`src/hw/soc_pkg.sv`:
```
`default_nettype none

package soc_pkg;

  // width of one gpio bank
  localparam int unsigned BANK_W = 8;
  // jtag instruction register width
  localparam int unsigned IR_W   = 4;

  // pin values of a single bank
  typedef logic [BANK_W-1:0] gpio_bank_t;
  // one jtag instruction
  typedef logic [IR_W-1:0]   jtag_ir_t;
  // device identification word
  typedef logic [31:0]       idcode_t;

  // supported instructions
  localparam jtag_ir_t IR_IDCODE      = 4'h1;
  localparam jtag_ir_t IR_GPIO_ACCESS = 4'h2;
  // all other codes decode as bypass
  localparam jtag_ir_t IR_BYPASS      = 4'hF;

  // tap controller states, ieee 1149.1 encoding
  typedef enum logic [3:0] {
    TAP_EXIT2_DR  = 4'h0,
    TAP_EXIT1_DR  = 4'h1,
    TAP_SHIFT_DR  = 4'h2,
    TAP_PAUSE_DR  = 4'h3,
    TAP_SEL_IR    = 4'h4,
    TAP_UPD_DR    = 4'h5,
    TAP_CAP_DR    = 4'h6,
    TAP_SEL_DR    = 4'h7,
    TAP_EXIT2_IR  = 4'h8,
    TAP_EXIT1_IR  = 4'h9,
    TAP_SHIFT_IR  = 4'hA,
    TAP_PAUSE_IR  = 4'hB,
    TAP_IDLE      = 4'hC,
    TAP_UPD_IR    = 4'hD,
    TAP_CAP_IR    = 4'hE,
    TAP_RESET     = 4'hF
  } tap_state_e;

endpackage

`default_nettype wire

```
`src/hw/gpio_bank.sv`:
```
`default_nettype none

module gpio_bank (
  input  logic                clock_i,
  input  logic                reset_i,
  input  logic                wr_i,
  input  logic                wmask_i,
  input  logic                cap_i,
  input  soc_pkg::gpio_bank_t wdata_i,
  input  soc_pkg::gpio_bank_t pin_i,
  output soc_pkg::gpio_bank_t out_o,
  output soc_pkg::gpio_bank_t in_o,
  output logic                chg_o
);

  soc_pkg::gpio_bank_t out_q;
  soc_pkg::gpio_bank_t meta_q;
  soc_pkg::gpio_bank_t sync_q;
  soc_pkg::gpio_bank_t prev_q;
  logic                chg_q;

  // output register, loads only when this bank is masked in
  always_ff @(posedge clock_i) begin
    if (reset_i) begin
      out_q <= '0;
    end else if (wr_i && wmask_i) begin
      out_q <= wdata_i;
    end
  end

  // pin synchronizer plus previous value for change detect
  always_ff @(posedge clock_i) begin
    if (reset_i) begin
      meta_q <= '0;
      sync_q <= '0;
      prev_q <= '0;
      chg_q  <= 1'b0;
    end else begin
      meta_q <= pin_i;
      sync_q <= meta_q;
      prev_q <= sync_q;
      // sticky flag, a change wins over a capture clear
      chg_q  <= (chg_q & ~cap_i) | (sync_q != prev_q);
    end
  end

  assign out_o = out_q;
  assign in_o  = sync_q;
  assign chg_o = chg_q;

endmodule

`default_nettype wire

```
`src/hw/gpio_collect.sv`:
```
`default_nettype none

module gpio_collect #(
  parameter int unsigned NUM_BANKS = 4
) (
  input  logic                                     clock_i,
  input  logic                                     reset_i,
  input  soc_pkg::gpio_bank_t [NUM_BANKS-1:0]      bank_out_i,
  input  soc_pkg::gpio_bank_t [NUM_BANKS-1:0]      bank_in_i,
  input  logic [NUM_BANKS-1:0]                     bank_chg_i,
  output logic [NUM_BANKS*soc_pkg::BANK_W-1:0]     gpio_o,
  output logic [NUM_BANKS*(soc_pkg::BANK_W+1)-1:0] cap_word_o
);

  localparam int unsigned DATA_W = NUM_BANKS * soc_pkg::BANK_W;

  logic [DATA_W-1:0] out_flat;
  logic [DATA_W-1:0] in_flat;
  logic [DATA_W-1:0] gpio_q;

  // bank i lands on pins i*BANK_W upward
  always_comb begin
    for (int i = 0; i < NUM_BANKS; i++) begin
      out_flat[i*soc_pkg::BANK_W +: soc_pkg::BANK_W] = bank_out_i[i];
      in_flat[i*soc_pkg::BANK_W +: soc_pkg::BANK_W]  = bank_in_i[i];
    end
  end

  // registered output pins
  always_ff @(posedge clock_i) begin
    if (reset_i) begin
      gpio_q <= '0;
    end else begin
      gpio_q <= out_flat;
    end
  end

  assign gpio_o     = gpio_q;
  // flags on top of the synchronized input data
  assign cap_word_o = {bank_chg_i, in_flat};

endmodule

`default_nettype wire

```
`src/hw/jtag_tap.sv`:
```
`default_nettype none

module jtag_tap #(
  parameter int unsigned      NUM_BANKS = 4,
  parameter soc_pkg::idcode_t JTAG_ID   = 32'h0000_0001
) (
  input  logic                                    clock_i,
  input  logic                                    reset_i,
  input  logic                                    jtag_tck_i,
  input  logic                                    jtag_tms_i,
  input  logic                                    jtag_tdi_i,
  input  logic                                    jtag_trst_ni,
  input  logic [NUM_BANKS*(soc_pkg::BANK_W+1)-1:0] cap_word_i,
  output logic                                    jtag_tdo_o,
  output logic                                    gpio_wr_o,
  output logic [NUM_BANKS*soc_pkg::BANK_W-1:0]     gpio_wdata_o,
  output logic [NUM_BANKS-1:0]                    gpio_wmask_o,
  output logic                                    gpio_cap_o
);

  localparam int unsigned DATA_W = NUM_BANKS * soc_pkg::BANK_W;
  localparam int unsigned DR_W   = DATA_W + NUM_BANKS;
  // capture-ir pattern, low two bits fixed at 01
  localparam soc_pkg::jtag_ir_t IR_CAPTURE = 4'b0101;

  // sync stages, bit order {trst_n, tdi, tms, tck}
  logic [3:0]          sync1_q;
  logic [3:0]          sync2_q;
  logic                tck_prev_q;
  logic                tck_s;
  logic                tms_s;
  logic                tdi_s;
  logic                trst_s;
  logic                tck_rise;
  logic                tck_fall;
  logic                tap_rst;

  soc_pkg::tap_state_e state_q;
  soc_pkg::tap_state_e state_d;

  soc_pkg::jtag_ir_t   ir_q;
  soc_pkg::jtag_ir_t   ir_shift_q;
  soc_pkg::jtag_ir_t   ir_eff;
  logic                sel_idcode;
  logic                sel_gpio;
  logic                sel_bypass;

  soc_pkg::idcode_t    idcode_dr_q;
  logic                bypass_q;
  logic [DR_W-1:0]     gpio_dr_q;
  logic                dr_cap_q;
  logic                dr_upd_q;
  logic                dr_lsb;
  logic                tdo_q;

  // two flop synchronizers, trst_n idles high
  always_ff @(posedge clock_i) begin
    if (reset_i) begin
      sync1_q    <= 4'b1000;
      sync2_q    <= 4'b1000;
      tck_prev_q <= 1'b0;
    end else begin
      sync1_q    <= {jtag_trst_ni, jtag_tdi_i, jtag_tms_i, jtag_tck_i};
      sync2_q    <= sync1_q;
      tck_prev_q <= sync2_q[0];
    end
  end

  assign tck_s    = sync2_q[0];
  assign tms_s    = sync2_q[1];
  assign tdi_s    = sync2_q[2];
  assign trst_s   = sync2_q[3];
  // edges of the oversampled tck
  assign tck_rise = tck_s & ~tck_prev_q;
  assign tck_fall = ~tck_s & tck_prev_q;
  // trst only resets the tap
  assign tap_rst  = reset_i | ~trst_s;

  // tap next state on tms
  always_comb begin
    case (state_q)
      soc_pkg::TAP_RESET:    state_d = tms_s ? soc_pkg::TAP_RESET    : soc_pkg::TAP_IDLE;
      soc_pkg::TAP_IDLE:     state_d = tms_s ? soc_pkg::TAP_SEL_DR   : soc_pkg::TAP_IDLE;
      soc_pkg::TAP_SEL_DR:   state_d = tms_s ? soc_pkg::TAP_SEL_IR   : soc_pkg::TAP_CAP_DR;
      soc_pkg::TAP_CAP_DR:   state_d = tms_s ? soc_pkg::TAP_EXIT1_DR : soc_pkg::TAP_SHIFT_DR;
      soc_pkg::TAP_SHIFT_DR: state_d = tms_s ? soc_pkg::TAP_EXIT1_DR : soc_pkg::TAP_SHIFT_DR;
      soc_pkg::TAP_EXIT1_DR: state_d = tms_s ? soc_pkg::TAP_UPD_DR   : soc_pkg::TAP_PAUSE_DR;
      soc_pkg::TAP_PAUSE_DR: state_d = tms_s ? soc_pkg::TAP_EXIT2_DR : soc_pkg::TAP_PAUSE_DR;
      soc_pkg::TAP_EXIT2_DR: state_d = tms_s ? soc_pkg::TAP_UPD_DR   : soc_pkg::TAP_SHIFT_DR;
      soc_pkg::TAP_UPD_DR:   state_d = tms_s ? soc_pkg::TAP_SEL_DR   : soc_pkg::TAP_IDLE;
      soc_pkg::TAP_SEL_IR:   state_d = tms_s ? soc_pkg::TAP_RESET    : soc_pkg::TAP_CAP_IR;
      soc_pkg::TAP_CAP_IR:   state_d = tms_s ? soc_pkg::TAP_EXIT1_IR : soc_pkg::TAP_SHIFT_IR;
      soc_pkg::TAP_SHIFT_IR: state_d = tms_s ? soc_pkg::TAP_EXIT1_IR : soc_pkg::TAP_SHIFT_IR;
      soc_pkg::TAP_EXIT1_IR: state_d = tms_s ? soc_pkg::TAP_UPD_IR   : soc_pkg::TAP_PAUSE_IR;
      soc_pkg::TAP_PAUSE_IR: state_d = tms_s ? soc_pkg::TAP_EXIT2_IR : soc_pkg::TAP_PAUSE_IR;
      soc_pkg::TAP_EXIT2_IR: state_d = tms_s ? soc_pkg::TAP_UPD_IR   : soc_pkg::TAP_SHIFT_IR;
      soc_pkg::TAP_UPD_IR:   state_d = tms_s ? soc_pkg::TAP_SEL_DR   : soc_pkg::TAP_IDLE;
      default:               state_d = soc_pkg::TAP_RESET;
    endcase
  end

  // state advances once per detected tck rise
  always_ff @(posedge clock_i) begin
    if (tap_rst) begin
      state_q <= soc_pkg::TAP_RESET;
    end else if (tck_rise) begin
      state_q <= state_d;
    end
  end

  // instruction shift register
  always_ff @(posedge clock_i) begin
    if (tck_rise) begin
      if (state_d == soc_pkg::TAP_CAP_IR) begin
        ir_shift_q <= IR_CAPTURE;
      end else if (state_q == soc_pkg::TAP_SHIFT_IR) begin
        ir_shift_q <= {tdi_s, ir_shift_q[soc_pkg::IR_W-1:1]};
      end
    end
  end

  // active instruction, idcode whenever the tap sits in reset
  always_ff @(posedge clock_i) begin
    if (tap_rst || state_q == soc_pkg::TAP_RESET) begin
      ir_q <= soc_pkg::IR_IDCODE;
    end else if (tck_rise && state_d == soc_pkg::TAP_UPD_IR) begin
      ir_q <= ir_shift_q;
    end
  end

  // unknown codes fall back to bypass
  always_comb begin
    case (ir_q)
      soc_pkg::IR_IDCODE:      ir_eff = soc_pkg::IR_IDCODE;
      soc_pkg::IR_GPIO_ACCESS: ir_eff = soc_pkg::IR_GPIO_ACCESS;
      default:                 ir_eff = soc_pkg::IR_BYPASS;
    endcase
  end

  assign sel_idcode = (ir_eff == soc_pkg::IR_IDCODE);
  assign sel_gpio   = (ir_eff == soc_pkg::IR_GPIO_ACCESS);
  assign sel_bypass = (ir_eff == soc_pkg::IR_BYPASS);

  // single cycle markers on entry to capture-dr and update-dr
  always_ff @(posedge clock_i) begin
    if (tap_rst) begin
      dr_cap_q <= 1'b0;
      dr_upd_q <= 1'b0;
    end else begin
      dr_cap_q <= tck_rise && (state_d == soc_pkg::TAP_CAP_DR);
      dr_upd_q <= tck_rise && (state_d == soc_pkg::TAP_UPD_DR);
    end
  end

  // data registers, capture in the marker cycle then shift lsb first
  always_ff @(posedge clock_i) begin
    if (dr_cap_q) begin
      if (sel_idcode) begin
        idcode_dr_q <= JTAG_ID;
      end else if (sel_gpio) begin
        gpio_dr_q <= cap_word_i;
      end else if (sel_bypass) begin
        bypass_q <= 1'b0;
      end
    end else if (tck_rise && state_q == soc_pkg::TAP_SHIFT_DR) begin
      if (sel_idcode) begin
        idcode_dr_q <= {tdi_s, idcode_dr_q[31:1]};
      end else if (sel_gpio) begin
        gpio_dr_q <= {tdi_s, gpio_dr_q[DR_W-1:1]};
      end else if (sel_bypass) begin
        bypass_q <= tdi_s;
      end
    end
  end

  // serial out of the selected data register
  always_comb begin
    if (sel_idcode) begin
      dr_lsb = idcode_dr_q[0];
    end else if (sel_gpio) begin
      dr_lsb = gpio_dr_q[0];
    end else begin
      dr_lsb = bypass_q;
    end
  end

  // tdo moves on the falling tck edge
  always_ff @(posedge clock_i) begin
    if (tap_rst) begin
      tdo_q <= 1'b0;
    end else if (tck_fall) begin
      if (state_q == soc_pkg::TAP_SHIFT_IR) begin
        tdo_q <= ir_shift_q[0];
      end else if (state_q == soc_pkg::TAP_SHIFT_DR) begin
        tdo_q <= dr_lsb;
      end else begin
        tdo_q <= 1'b0;
      end
    end
  end

  assign jtag_tdo_o   = tdo_q;
  // strobes only with gpio_access selected
  assign gpio_wr_o    = dr_upd_q & sel_gpio;
  assign gpio_cap_o   = dr_cap_q & sel_gpio;
  // mask bits sit above the data bits
  assign gpio_wdata_o = gpio_dr_q[DATA_W-1:0];
  assign gpio_wmask_o = gpio_dr_q[DR_W-1:DATA_W];

endmodule

`default_nettype wire

```
`src/hw/soc_gpio_top.sv`:
```
`default_nettype none

module soc_gpio_top #(
  parameter int unsigned NUM_BANKS = 4
) (
  input  logic                                 clock_i,
  input  logic                                 reset_i,
  input  logic                                 jtag_tck_i,
  input  logic                                 jtag_tms_i,
  input  logic                                 jtag_tdi_i,
  input  logic                                 jtag_trst_ni,
  output logic                                 jtag_tdo_o,
  input  logic [NUM_BANKS*soc_pkg::BANK_W-1:0] gpio_i,
  output logic [NUM_BANKS*soc_pkg::BANK_W-1:0] gpio_o
);

  localparam int unsigned DATA_W = NUM_BANKS * soc_pkg::BANK_W;
  localparam int unsigned DR_W   = DATA_W + NUM_BANKS;

  // idcode fields
  localparam soc_pkg::idcode_t JTAG_ID = {
    4'h1,     // version
    16'h6A10, // part number
    11'h2C5,  // manufacturer
    1'b1      // always one
  };

  logic                                gpio_wr;
  logic                                gpio_cap;
  logic [DATA_W-1:0]                   gpio_wdata;
  logic [NUM_BANKS-1:0]                gpio_wmask;
  soc_pkg::gpio_bank_t [NUM_BANKS-1:0] bank_out;
  soc_pkg::gpio_bank_t [NUM_BANKS-1:0] bank_in;
  logic [NUM_BANKS-1:0]                bank_chg;
  logic [DR_W-1:0]                     cap_word;

  jtag_tap #(
    .NUM_BANKS (NUM_BANKS),
    .JTAG_ID   (JTAG_ID)
  ) u_jtag_tap (
    .clock_i      (clock_i),
    .reset_i      (reset_i),
    .jtag_tck_i   (jtag_tck_i),
    .jtag_tms_i   (jtag_tms_i),
    .jtag_tdi_i   (jtag_tdi_i),
    .jtag_trst_ni (jtag_trst_ni),
    .cap_word_i   (cap_word),
    .jtag_tdo_o   (jtag_tdo_o),
    .gpio_wr_o    (gpio_wr),
    .gpio_wdata_o (gpio_wdata),
    .gpio_wmask_o (gpio_wmask),
    .gpio_cap_o   (gpio_cap)
  );

  // one bank per byte of pins, each with its own mask bit
  for (genvar i = 0; i < NUM_BANKS; i++) begin : g_bank
    gpio_bank u_gpio_bank (
      .clock_i (clock_i),
      .reset_i (reset_i),
      .wr_i    (gpio_wr),
      .wmask_i (gpio_wmask[i]),
      .cap_i   (gpio_cap),
      .wdata_i (gpio_wdata[i*soc_pkg::BANK_W +: soc_pkg::BANK_W]),
      .pin_i   (gpio_i[i*soc_pkg::BANK_W +: soc_pkg::BANK_W]),
      .out_o   (bank_out[i]),
      .in_o    (bank_in[i]),
      .chg_o   (bank_chg[i])
    );
  end

  gpio_collect #(
    .NUM_BANKS (NUM_BANKS)
  ) u_gpio_collect (
    .clock_i    (clock_i),
    .reset_i    (reset_i),
    .bank_out_i (bank_out),
    .bank_in_i  (bank_in),
    .bank_chg_i (bank_chg),
    .gpio_o     (gpio_o),
    .cap_word_o (cap_word)
  );

endmodule

`default_nettype wire

```
`config.mk`:
```
export PLATFORM = sky130hd
export DESIGN_NAME = soc_gpio_top
export DESIGN_NICKNAME = d
export VERILOG_FILES = /design/src/hw/soc_pkg.sv /design/src/hw/gpio_bank.sv /design/src/hw/gpio_collect.sv /design/src/hw/jtag_tap.sv /design/src/hw/soc_gpio_top.sv
export SDC_FILE = /design/constraint.sdc
export NUM_CORES = 1
export LEC_CHECK = 0
export ABC_AREA = 1
export BUFFER_PORTS_ARGS = -buffer_cell sky130_fd_sc_hd__buf_2
export CAP_MARGIN = 5
export CORE_UTILIZATION = 45
export CTS_CLUSTER_SIZE = 24
export DETAILED_ROUTE_END_ITERATION = 10
export GPL_TIMING_DRIVEN = 0
export PLACE_DENSITY = 0.63
export SYNTH_ARGS = -nofsm -noshare
export SYNTH_HDL_FRONTEND = slang
export SYNTH_SLANG_ARGS = --single-unit
```
`constraint.sdc`:
```
create_clock -name clock_i -period 8.4 [get_ports clock_i]
set_clock_uncertainty 0.05 [all_clocks]
set_input_delay 1.26 -clock clock_i [delete_from_list [all_inputs] [get_ports clock_i]]
set_output_delay 1.26 -clock clock_i [all_outputs]
set_load 0.03 [all_outputs]
```
==> results of run 1 <==
## path summary, 6_finish.rpt
path,start,end,slack (ns),cells after the start
max,u_jtag_tap.ir_q[3],u_jtag_tap.gpio_dr_q[10],5.70,8
max reg2reg,u_jtag_tap.ir_q[3],u_jtag_tap.gpio_dr_q[10],5.70,8
min reg2reg,g_bank[0].u_gpio_bank.meta_q[7],g_bank[0].u_gpio_bank.in_o[7],0.35,2
min,g_bank[0].u_gpio_bank.meta_q[7],g_bank[0].u_gpio_bank.in_o[7],0.35,2
## power breakdown
| part | switching (uW) | internal (uW) | leakage [uW] |
|---|---|---|---|
| clock network | 465 | 667 | 0.000441 |
| logic | 57.0 | 33.2 | 0.00197 |
| registers | 9.37 | 1290 | 0.00216 |
| total | 531 | 1990 | 0.00457 |
## logic make-up (layout without fill, tap and decap cells)
kind of cell    count (synthesis)  in the layout  synth area share, %
compound gates                122            122                 7.36
xor+xnor                       11             11                 1.08
fa+ha+maj                       3              3                0.419
buf+inv                       227            347                 9.60
flops                         257            257                 65.6
simple gates                  344            344                 16.0
## worst register-to-register path: cells and delay by family (launching register included)
kind | cells | cell delay, ns
AND/OR/NAND/NOR | 3 | 0.98
adder cells (fa/ha/maj) | 1 | 0.46
flip-flops | 1 | 0.31
buffers and inverters | 4 | 0.58
## flip-flops by register name (all words and copies together) (netlist names), 32 cells and up
register                   count
g_bank.u_gpio_bank.meta_q     32
u_gpio_collect.gpio_o         32
g_bank.u_gpio_bank.out_o      32
u_jtag_tap.idcode_dr_q        32
u_jtag_tap.gpio_dr_q          36
g_bank.u_gpio_bank.in_o       32
g_bank.u_gpio_bank.prev_q     32
## cell type report
cell class	instances	area, um2	area share (%)
plain buffers	35	139	1.32
clock buffers	35	798	7.57
clock inverters	13	70.1	0.664
inverters	192	721	6.83
multi-input cells	480	2230	21.2
flip-flops and latches	257	5880	55.7
well taps	265	332	3.14
repair buffers	72	379	3.59
## synthesized netlist by cell type (all sizes together)
cell	instances	area [um2]
inv	192	721
dfxtp	184	3680
nor2	175	669
nand2	113	429
edfxtp	73	2190
o21ai	71	367
a21oi	39	195
clkbuf	34	128
or2	22	138
nand3	18	100
xnor2	11	96.3
nand4	9	56.3
nor3	6	30.0
o211ai	5	37.5
ha	3	37.5
a31oi	2	12.5
o2111a	2	22.5
o2111ai	2	17.5
a22oi	1	7.51
buf	1	11.3
nor4	1	6.26
## stage by stage
step / power [uW] / utilization (%) / std cells / cell area [um2] / setup slack, ns
final: 2520 / 54.2 / 1349 / 10500 / 5.70
after global routing: 2630 / 54.2 / 1349 / 10500 / 5.53
after CTS: 2550 / 54.2 / 1349 / 10500 / 5.70
after detailed placement: 1420 / 49.7 / 1301 / 9680 / 5.54
after global placement: 1420 / 49.5 / 1298 / 9630 / 2.82
after floorplan: 1390 / - / 964 / 8960 / 4.38
## routing by layer
layer	GRT usage, %	part of all wire (%)	wire length, um	vias up
met2	26.9	44	7180	122
met3	3.39	6.0	969	23
met1	22.0	48	7690	2641
li1	-	-	-	3166
met5	0	0	0	-
met4	5.38	1.9	310	0
==> results.ini, run 1 <==
[synth]
syn_area_per_cell_um2 = 9.29
postSynthRegisterBits = 257
ys_types = 28
netlist_area_um2 = 8960
yosys_warnings = 0
yosysSeqAreaShare_pct = 65.6
synth_nets = 1005
postSynthCellCount = 964

[sta]
setup_viol = 0
slew_headroom_pct = 42.5
rsz0062_at_grt = no
whs_ns = 0.350
post-route-min-period_ns = 2.70
fin_tns_setup_ns = 0
min_period_over_period_pct = 32.1
worstMarginPinSlew_ns = 0.860
fmax_mhz = 371
final_max_slew_viol_count = 0
finalHoldViolations = 0

[die]
initial_utilization_pct = 46.0
core_um2 = 19500
rows = 51
die_area_um2 = 20500
die_w_um = 143
fp.dieH_um = 143
boundaryPins = 71

[placement]
io_buffers = 69
place_congestion = 0.854
dp_hpwl_um = 11300

[grt]
grt_max_degree = 33
grt_use_total_pct = 16.5
antenna_found_initial = 0
grt_pass1_wl_um = 26500
grt_pass1_vias = 5605
gr-total-overflow = 0

[hold_path]
hp-class = reg2reg

[pwr]
worst_ir_drop_vdd_mv = 0.148
power_density_nw_per_um2 = 239
p_leak_uw = 0.00457

[critical_path]
endpoint_kind = flop
slowest_stage = nor3_2
crit_family = simple AND/OR/NAND/NOR gates
critical_path.cell_chain = nor2_1 > inv_1 > nor3_1 > ha_1 > inv_1 > nor3_2 > buf_6 > buf_6
critical_path_required_ns = 8.57
path_buf_inv = 4
cp_max_fo = 11
arrival_ns = 2.87
worst_setup_path_start_kind = flop
critPathMaxStageDelay_ns = 0.65
setup.worst_path.class = reg2reg

[clock_network]
cts_resized = 0
postCtsSetupBuffers = 0
clock_latency_ns = 0.53
cts-root-buf = clkbuf_16
clockBufferDepth = 3
clock-sinks = 257
h-tree-depth = 1
numCtsBuffers = 26
hold_buffers = 0
clk_pin_slew_ns = 0.06
cts_tree = built

[layout]
diodes = 0
syn2layout_area_growth_pct = 17.8
final_common_cell = inv_1
fillCellCount = 1835
layout_common_cells = inv_1 (187), dfxtp_1 (184), nor2_1 (171)
layout-drive-gt1-share_pct = 14.4
fin_nets = 1105

[detailed_routing]
vias_per_cell = 4.41
num_vias = 5952
routed_wl_um = 16100
wl_per_cell_um = 12.0
ant_nets = 0
first_iter_violations = 319
drc = 0
dr.pass1.iters = 4

[status]
outcome = complete, no violations

[job]
maxCapViolCount = 0

No activity file was read; power rests on OpenSTA's default activity.
==> inputs of run 2 (changes only) <==
==> constraint.sdc (replaced) <==
create_clock -name clock_i -period 2.7 [get_ports clock_i]
set_clock_uncertainty 0.05 [all_clocks]
set_input_delay 0.405 -clock clock_i [delete_from_list [all_inputs] [get_ports clock_i]]
set_output_delay 0.405 -clock clock_i [all_outputs]
set_load 0.03 [all_outputs]
==> run 2 against run 1 <==
Against the previous run:
- clock-buffer cell count rose by 1
- non-clock buffer count fell by 1
- clock power rose to 3.2 times the previous value
- combinational power rose to 3.1 times the previous value
- routed wire length fell by 0.99%
- first-iteration DRC count fell by 13%
- critical path depth did not move
- sequential share of layout area fell by 0.28 points
- total power rose to 3.1 times the previous value
- cell count barely moved
- hold slack got worse by 0.32 ns
- critical endpoint is now u_jtag_tap.gpio_dr_q[18]
- largest cell class unchanged
==> results.ini, run 2 (synthesis results as in run 1) <==
[clock_network]
clock_latency_ns = 0.51  ; -0.02 ns
clock-sinks = 257  ; unchanged
hold_buffers = 0  ; unchanged
cts_tree = built
cts-root-buf = clkbuf_16
numCtsBuffers = 26  ; unchanged
clockBufferDepth = 3  ; unchanged
clk_pin_slew_ns = 0.06  ; about the same
h-tree-depth = 1  ; unchanged
cts_resized = 0  ; unchanged
postCtsSetupBuffers = 0  ; unchanged

[layout]
final_cell_area_um2 = 10600  ; +0.51%
syn2layout_area_growth_pct = 18.4
seq_area_um2 = 5880  ; unchanged
layout_common_cells = inv_1 (187), dfxtp_1 (184), nor2_1 (171)
multi_input_area_um2 = 2240  ; +0.28%
final_common_cell = inv_1
layout-drive-gt1-share_pct = 14.2  ; -0.17 points
top_register = u_jtag_tap.gpio_dr_q
layout.cells.non_filler = 1348  ; -0.074%
final_util_pct = 54.5  ; +0.28 points
fin_nets = 1104  ; -0.090%
largest_reg_flops = 36  ; unchanged
fillCellCount = 1774  ; -3.3%
diodes = 0  ; unchanged

[die]
boundaryPins = 71  ; unchanged
die_w_um = 143  ; unchanged
rows = 51  ; unchanged
die_area_um2 = 20500  ; unchanged
initial_utilization_pct = 46.0  ; unchanged
core_um2 = 19500  ; unchanged
fp.dieH_um = 143  ; unchanged

[critical_path]
slowest_stage = ha_1
crit_family = simple AND/OR/NAND/NOR gates
setup.worst_path.class = reg2reg
path_buf_inv = 4  ; unchanged
endpoint_kind = flop
critical_path_required_ns = 2.87  ; -5.70 ns
arrival_ns = 2.51  ; -0.36 ns
regToRegSetupSlack_ns = 0.36  ; -5.34 ns
critPathMaxStageDelay_ns = 0.44  ; -0.21 ns
worst_setup_path_start_kind = flop
critical_path.cell_chain = nor2_1 > inv_1 > nor3_1 > ha_1 > inv_1 > nor3_4 > buf_16 > buf_16
cp_max_fo = 19  ; +8

[sta]
slew_headroom_pct = 41.9  ; -0.64 points
final_max_slew_viol_count = 0  ; unchanged
setup_viol = 0  ; unchanged
fmax_mhz = 427  ; +15%
layout_setup_ws_ns = 0.360  ; -5.34 ns
post-route-min-period_ns = 2.34  ; -0.358 ns
min_period_over_period_pct = 86.7  ; +55 points
worstMarginPinSlew_ns = 0.870  ; +0.00965 ns
finalHoldViolations = 0  ; unchanged
rsz0062_at_grt = no

[placement]
io_buffers = 69  ; unchanged
pre_cts_ws_ns = 0.339  ; -5.20 ns
place_congestion = 0.845  ; -0.96%
dp_hpwl_um = 11200  ; -0.67%
place_area_um2 = 9710  ; +0.28%
dp.cells = 1300  ; -0.077%

[grt]
grt_pass1_wl_um = 26300  ; -0.68%
antenna_found_initial = 0  ; unchanged
gr-total-overflow = 0  ; unchanged
grt_pass1_vias = 5438  ; -3.0%
grt_max_degree = 33  ; unchanged
grt_use_total_pct = 16.4  ; -0.14 points

[detailed_routing]
first_iter_violations = 279  ; -13%
vias_per_cell = 4.41  ; -0.16%
routed_wl_um = 16000  ; -0.99%
ant_nets = 0  ; unchanged
dr.pass1.iters = 5  ; +1
wl_met3_um = 893  ; -7.8%
route.top_layer_used = met4
wl_per_cell_um = 11.9  ; -0.92%
wl_met1_um = 7760  ; +0.88%
num_vias = 5938  ; -0.24%
dr_wl_met2_um = 7130  ; -0.66%
drc = 0  ; unchanged

[pwr]
power_density_nw_per_um2 = 748  ; +210%
worst_ir_drop_vdd_mv = 0.411  ; +180%
p_leak_uw = 0.00461  ; +0.73%

[status]
outcome = complete, no violations

[job]
maxCapViolCount = 0  ; unchanged

[hold_path]
hp-class = in2reg

==> run 2: path summary, 6_finish.rpt <==
path | from | end | depth (start not counted)
max | u_jtag_tap.ir_q[3] | u_jtag_tap.gpio_dr_q[18] | 8
min | jtag_trst_ni | u_jtag_tap.sync1_q[3] | 2
max reg2reg | u_jtag_tap.ir_q[3] | u_jtag_tap.gpio_dr_q[18] | 8
min reg2reg | g_bank[2].u_gpio_bank.meta_q[5] | g_bank[2].u_gpio_bank.in_o[5] | 2
==> run 2: worst reg2reg max path, cell delays in order (launching register included) <==
cell and delay, ns:
dfxtp_1 0.31, nor2_1 0.14, inv_1 0.06, nor3_1 0.24, ha_1 0.44, inv_1 0.16, nor3_4 0.26, buf_16 0.20
buf_16 0.19
==> run 2: final cells by class <==
type                    count  area share, %
well taps                 265           3.13
clock inverters            12          0.861
repair buffers             71           3.78
multi-input cells         480           21.1
plain buffers              35           1.31
inverters                 192           6.80
flip-flops and latches    257           55.4
clock buffers              36           7.58
==> run 2: per-stage QoR <==
step / hold slack [ns] / power (uW) / TNS (ns)
floorplan: 0.338 / 4330 / -0.677
finish: 0.0250 / 7930 / 0
CTS: 0.00421 / 8020 / 0
detailed placement: 0.343 / 4410 / 0
global placement: 0.341 / 4410 / -37.95
global route: 0.0184 / 8230 / 0
==> run 2: metal layers <==
metal  vias up  GRT usage, %
met5         -             0
met4         0          4.19
met3        16          3.25
met2       126          26.4
met1      2635          22.5
li1       3161             -
==> run 2: power by group <==
part	switching [uW]	internal (uW)	total [uW]	leakage, uW
Clock	1430	2180	3610	0.000453
Sequential	28.5	4020	4050	0.00216
Combinational	177	103	280	0.00199
Total	1630	6300	7930	0.00461
==> inputs of run 3 (changes only) <==
--- a/config.mk
+++ b/config.mk
@@ -12,7 +12,8 @@
 export CTS_CLUSTER_SIZE = 24
 export DETAILED_ROUTE_END_ITERATION = 10
 export GPL_TIMING_DRIVEN = 0
-export PLACE_DENSITY = 0.63
+export PLACE_DENSITY_LB_ADDON = 0.15
+export SLEW_MARGIN = 20
 export SYNTH_ARGS = -nofsm -noshare
 export SYNTH_HDL_FRONTEND = slang
 export SYNTH_SLANG_ARGS = --single-unit
==> run 3 against run 2 <==
Against the previous run:
- combinational power about the same
- critical path depth unchanged
- routed wire length down 2.5%
- first-iteration DRC count down 19%
- critical path type unchanged
- critical endpoint is now u_jtag_tap.gpio_dr_q[21]
==> results.ini, run 3 (synthesis results as in run 1) <==
[placement]
place_area_um2 = 9710  ; about the same
place_congestion = 0.845  ; about the same
io_buffers = 69  ; unchanged
dp.cells = 1301  ; +0.077%
dp_hpwl_um = 11100  ; -1.4%

[die]
rows = 51  ; unchanged
fp.dieH_um = 143  ; unchanged
initial_utilization_pct = 46.0  ; unchanged
die_area_um2 = 20500  ; unchanged
core_um2 = 19500  ; unchanged
boundaryPins = 71  ; unchanged
die_w_um = 143  ; unchanged

[grt]
grt_pass1_wl_um = 26400  ; +0.21%
grt_max_degree = 23  ; -30%
antenna_found_initial = 0  ; unchanged
grt_use_total_pct = 16.4  ; +0.021 points
gr-total-overflow = 0  ; unchanged
grt_pass1_vias = 5424  ; -0.26%

[layout]
multi_input_area_um2 = 2240  ; +0.11%
fillCellCount = 1759  ; -0.85%
top_register = u_jtag_tap.gpio_dr_q
final_common_cell = inv_1
seq_area_um2 = 5880  ; unchanged
final_cell_area_um2 = 10600  ; -0.28%
layout_common_cells = inv_1 (187), dfxtp_1 (184), nor2_1 (171)
syn2layout_area_growth_pct = 18.0
diodes = 0  ; unchanged
layout-drive-gt1-share_pct = 14.1  ; -0.13 points
largest_reg_flops = 36  ; unchanged
layout.cells.non_filler = 1351  ; +0.22%
fin_nets = 1107  ; +0.27%

[pwr]
worst_ir_drop_vdd_mv = 0.484  ; +18%
power_density_nw_per_um2 = 739  ; -1.3%
p_leak_uw = 0.00458  ; -0.47%

[critical_path]
endpoint_kind = flop
cp_max_fo = 18  ; -1
critical_path_required_ns = 2.89  ; +0.02 ns
critical_path.cell_chain = nor2_1 > inv_1 > nor3_1 > ha_2 > inv_1 > nor3_4 > buf_8 > buf_8
critPathMaxStageDelay_ns = 0.42  ; -0.02 ns
slowest_stage = nor3_4
worst_setup_path_start_kind = flop
arrival_ns = 2.64  ; +0.13 ns
crit_family = simple AND/OR/NAND/NOR gates
setup.worst_path.class = reg2reg
path_buf_inv = 4  ; unchanged

[clock_network]
clock_latency_ns = 0.53  ; +0.02 ns
cts-root-buf = clkbuf_16
clock-sinks = 257  ; unchanged
numCtsBuffers = 27  ; +3.8%
clockBufferDepth = 3  ; unchanged
clk_pin_slew_ns = 0.06  ; about the same
h-tree-depth = 1  ; unchanged
cts_tree = built

[sta]
post-route-min-period_ns = 2.46  ; +0.117 ns
finalHoldViolations = 0  ; unchanged
min_period_over_period_pct = 91.0  ; +4.3 points
fmax_mhz = 407  ; -4.8%
final_max_slew_viol_count = 0  ; unchanged
slew_headroom_pct = 59.9  ; +18 points
worstMarginPinSlew_ns = 0.601  ; -0.269 ns
setup_viol = 0  ; unchanged
rsz0062_at_grt = no

[job]
maxCapViolCount = 0  ; unchanged

[detailed_routing]
vias_per_cell = 4.35  ; -1.3%
wl_per_cell_um = 11.5  ; -2.7%
routed_wl_um = 15600  ; -2.5%
num_vias = 5871  ; -1.1%
drc = 0  ; unchanged
first_iter_violations = 226  ; -19%
ant_nets = 0  ; unchanged
dr.pass1.iters = 5  ; unchanged

[status]
outcome = complete, no violations

[hold_path]
hp-class = in2reg

## run 3: metrics by stage
step                util (%)  hold slack, ns  setup slack, ns  TNS, ns  total power, uW
finish                  54.3          0.0184            0.243        0             7810
floorplan                  -           0.338          -0.0212   -0.677             4330
detailed placement      49.9           0.342            0.106        0             4410
global placement        49.6           0.340           -0.706   -39.39             4410
global route            54.3          0.0101           0.0504        0             8100
CTS                     54.3         0.00157            0.102        0             7900
## run 3: timing repair
action / in CTS / in global routing
buffers inserted: 0 / 0
endpoints found under the hold margin: 1 / 0
hold buffers: 1 / 0
endpoints found under the setup margin: 0 / 18
resized for setup: 0 / 1
## run 3: worst paths after layout
| check | start | end | slack (ns) | cells past startpoint |
|---|---|---|---|---|
| worst max-delay path | u_jtag_tap.ir_q[3] | u_jtag_tap.gpio_dr_q[21] | 0.24 | 8 |
| worst min register to register | g_bank[3].u_gpio_bank.meta_q[0] | g_bank[3].u_gpio_bank.in_o[0] | 0.35 | 2 |
| worst min-delay path | gpio_i[23] | g_bank[2].u_gpio_bank.meta_q[7] | 0.02 | 3 |
| worst max register to register | u_jtag_tap.ir_q[3] | u_jtag_tap.gpio_dr_q[21] | 0.24 | 8 |
## run 3: layout make-up
class | instances | share of cell area (%)
Clock buffer | 40 | 7.57
Multi-Input combinational cell | 480 | 21.2
Clock inverter | 9 | 0.462
Timing Repair Buffer | 73 | 3.91
Tap cell | 265 | 3.14
Buffer | 35 | 1.31
Inverter | 192 | 6.82
Sequential cell | 257 | 55.6
## run 3: power by group
part           leakage [uW]  internal [uW]  switching, uW
Combinational       0.00200            104            174
Sequential          0.00216           4020           28.8
Clock              0.000428           2050           1430
Total               0.00458           6170           1640
## run 3: per-layer routing
layer / global-route usage, % / vias to the layer above / share of wire, %
met1: 22.0 / 2566 / 48
li1: - / 3166 / -
met2: 26.8 / 107 / 44
met3: 2.62 / 32 / 5.1
met5: 0 / - / 0
met4: 5.77 / 0 / 3.0
## run 3: tightest hold or removal path, cell delays in order
cell and delay (ns):
buf_2 0.07, inv_1 0.03, nor2_1 0.06
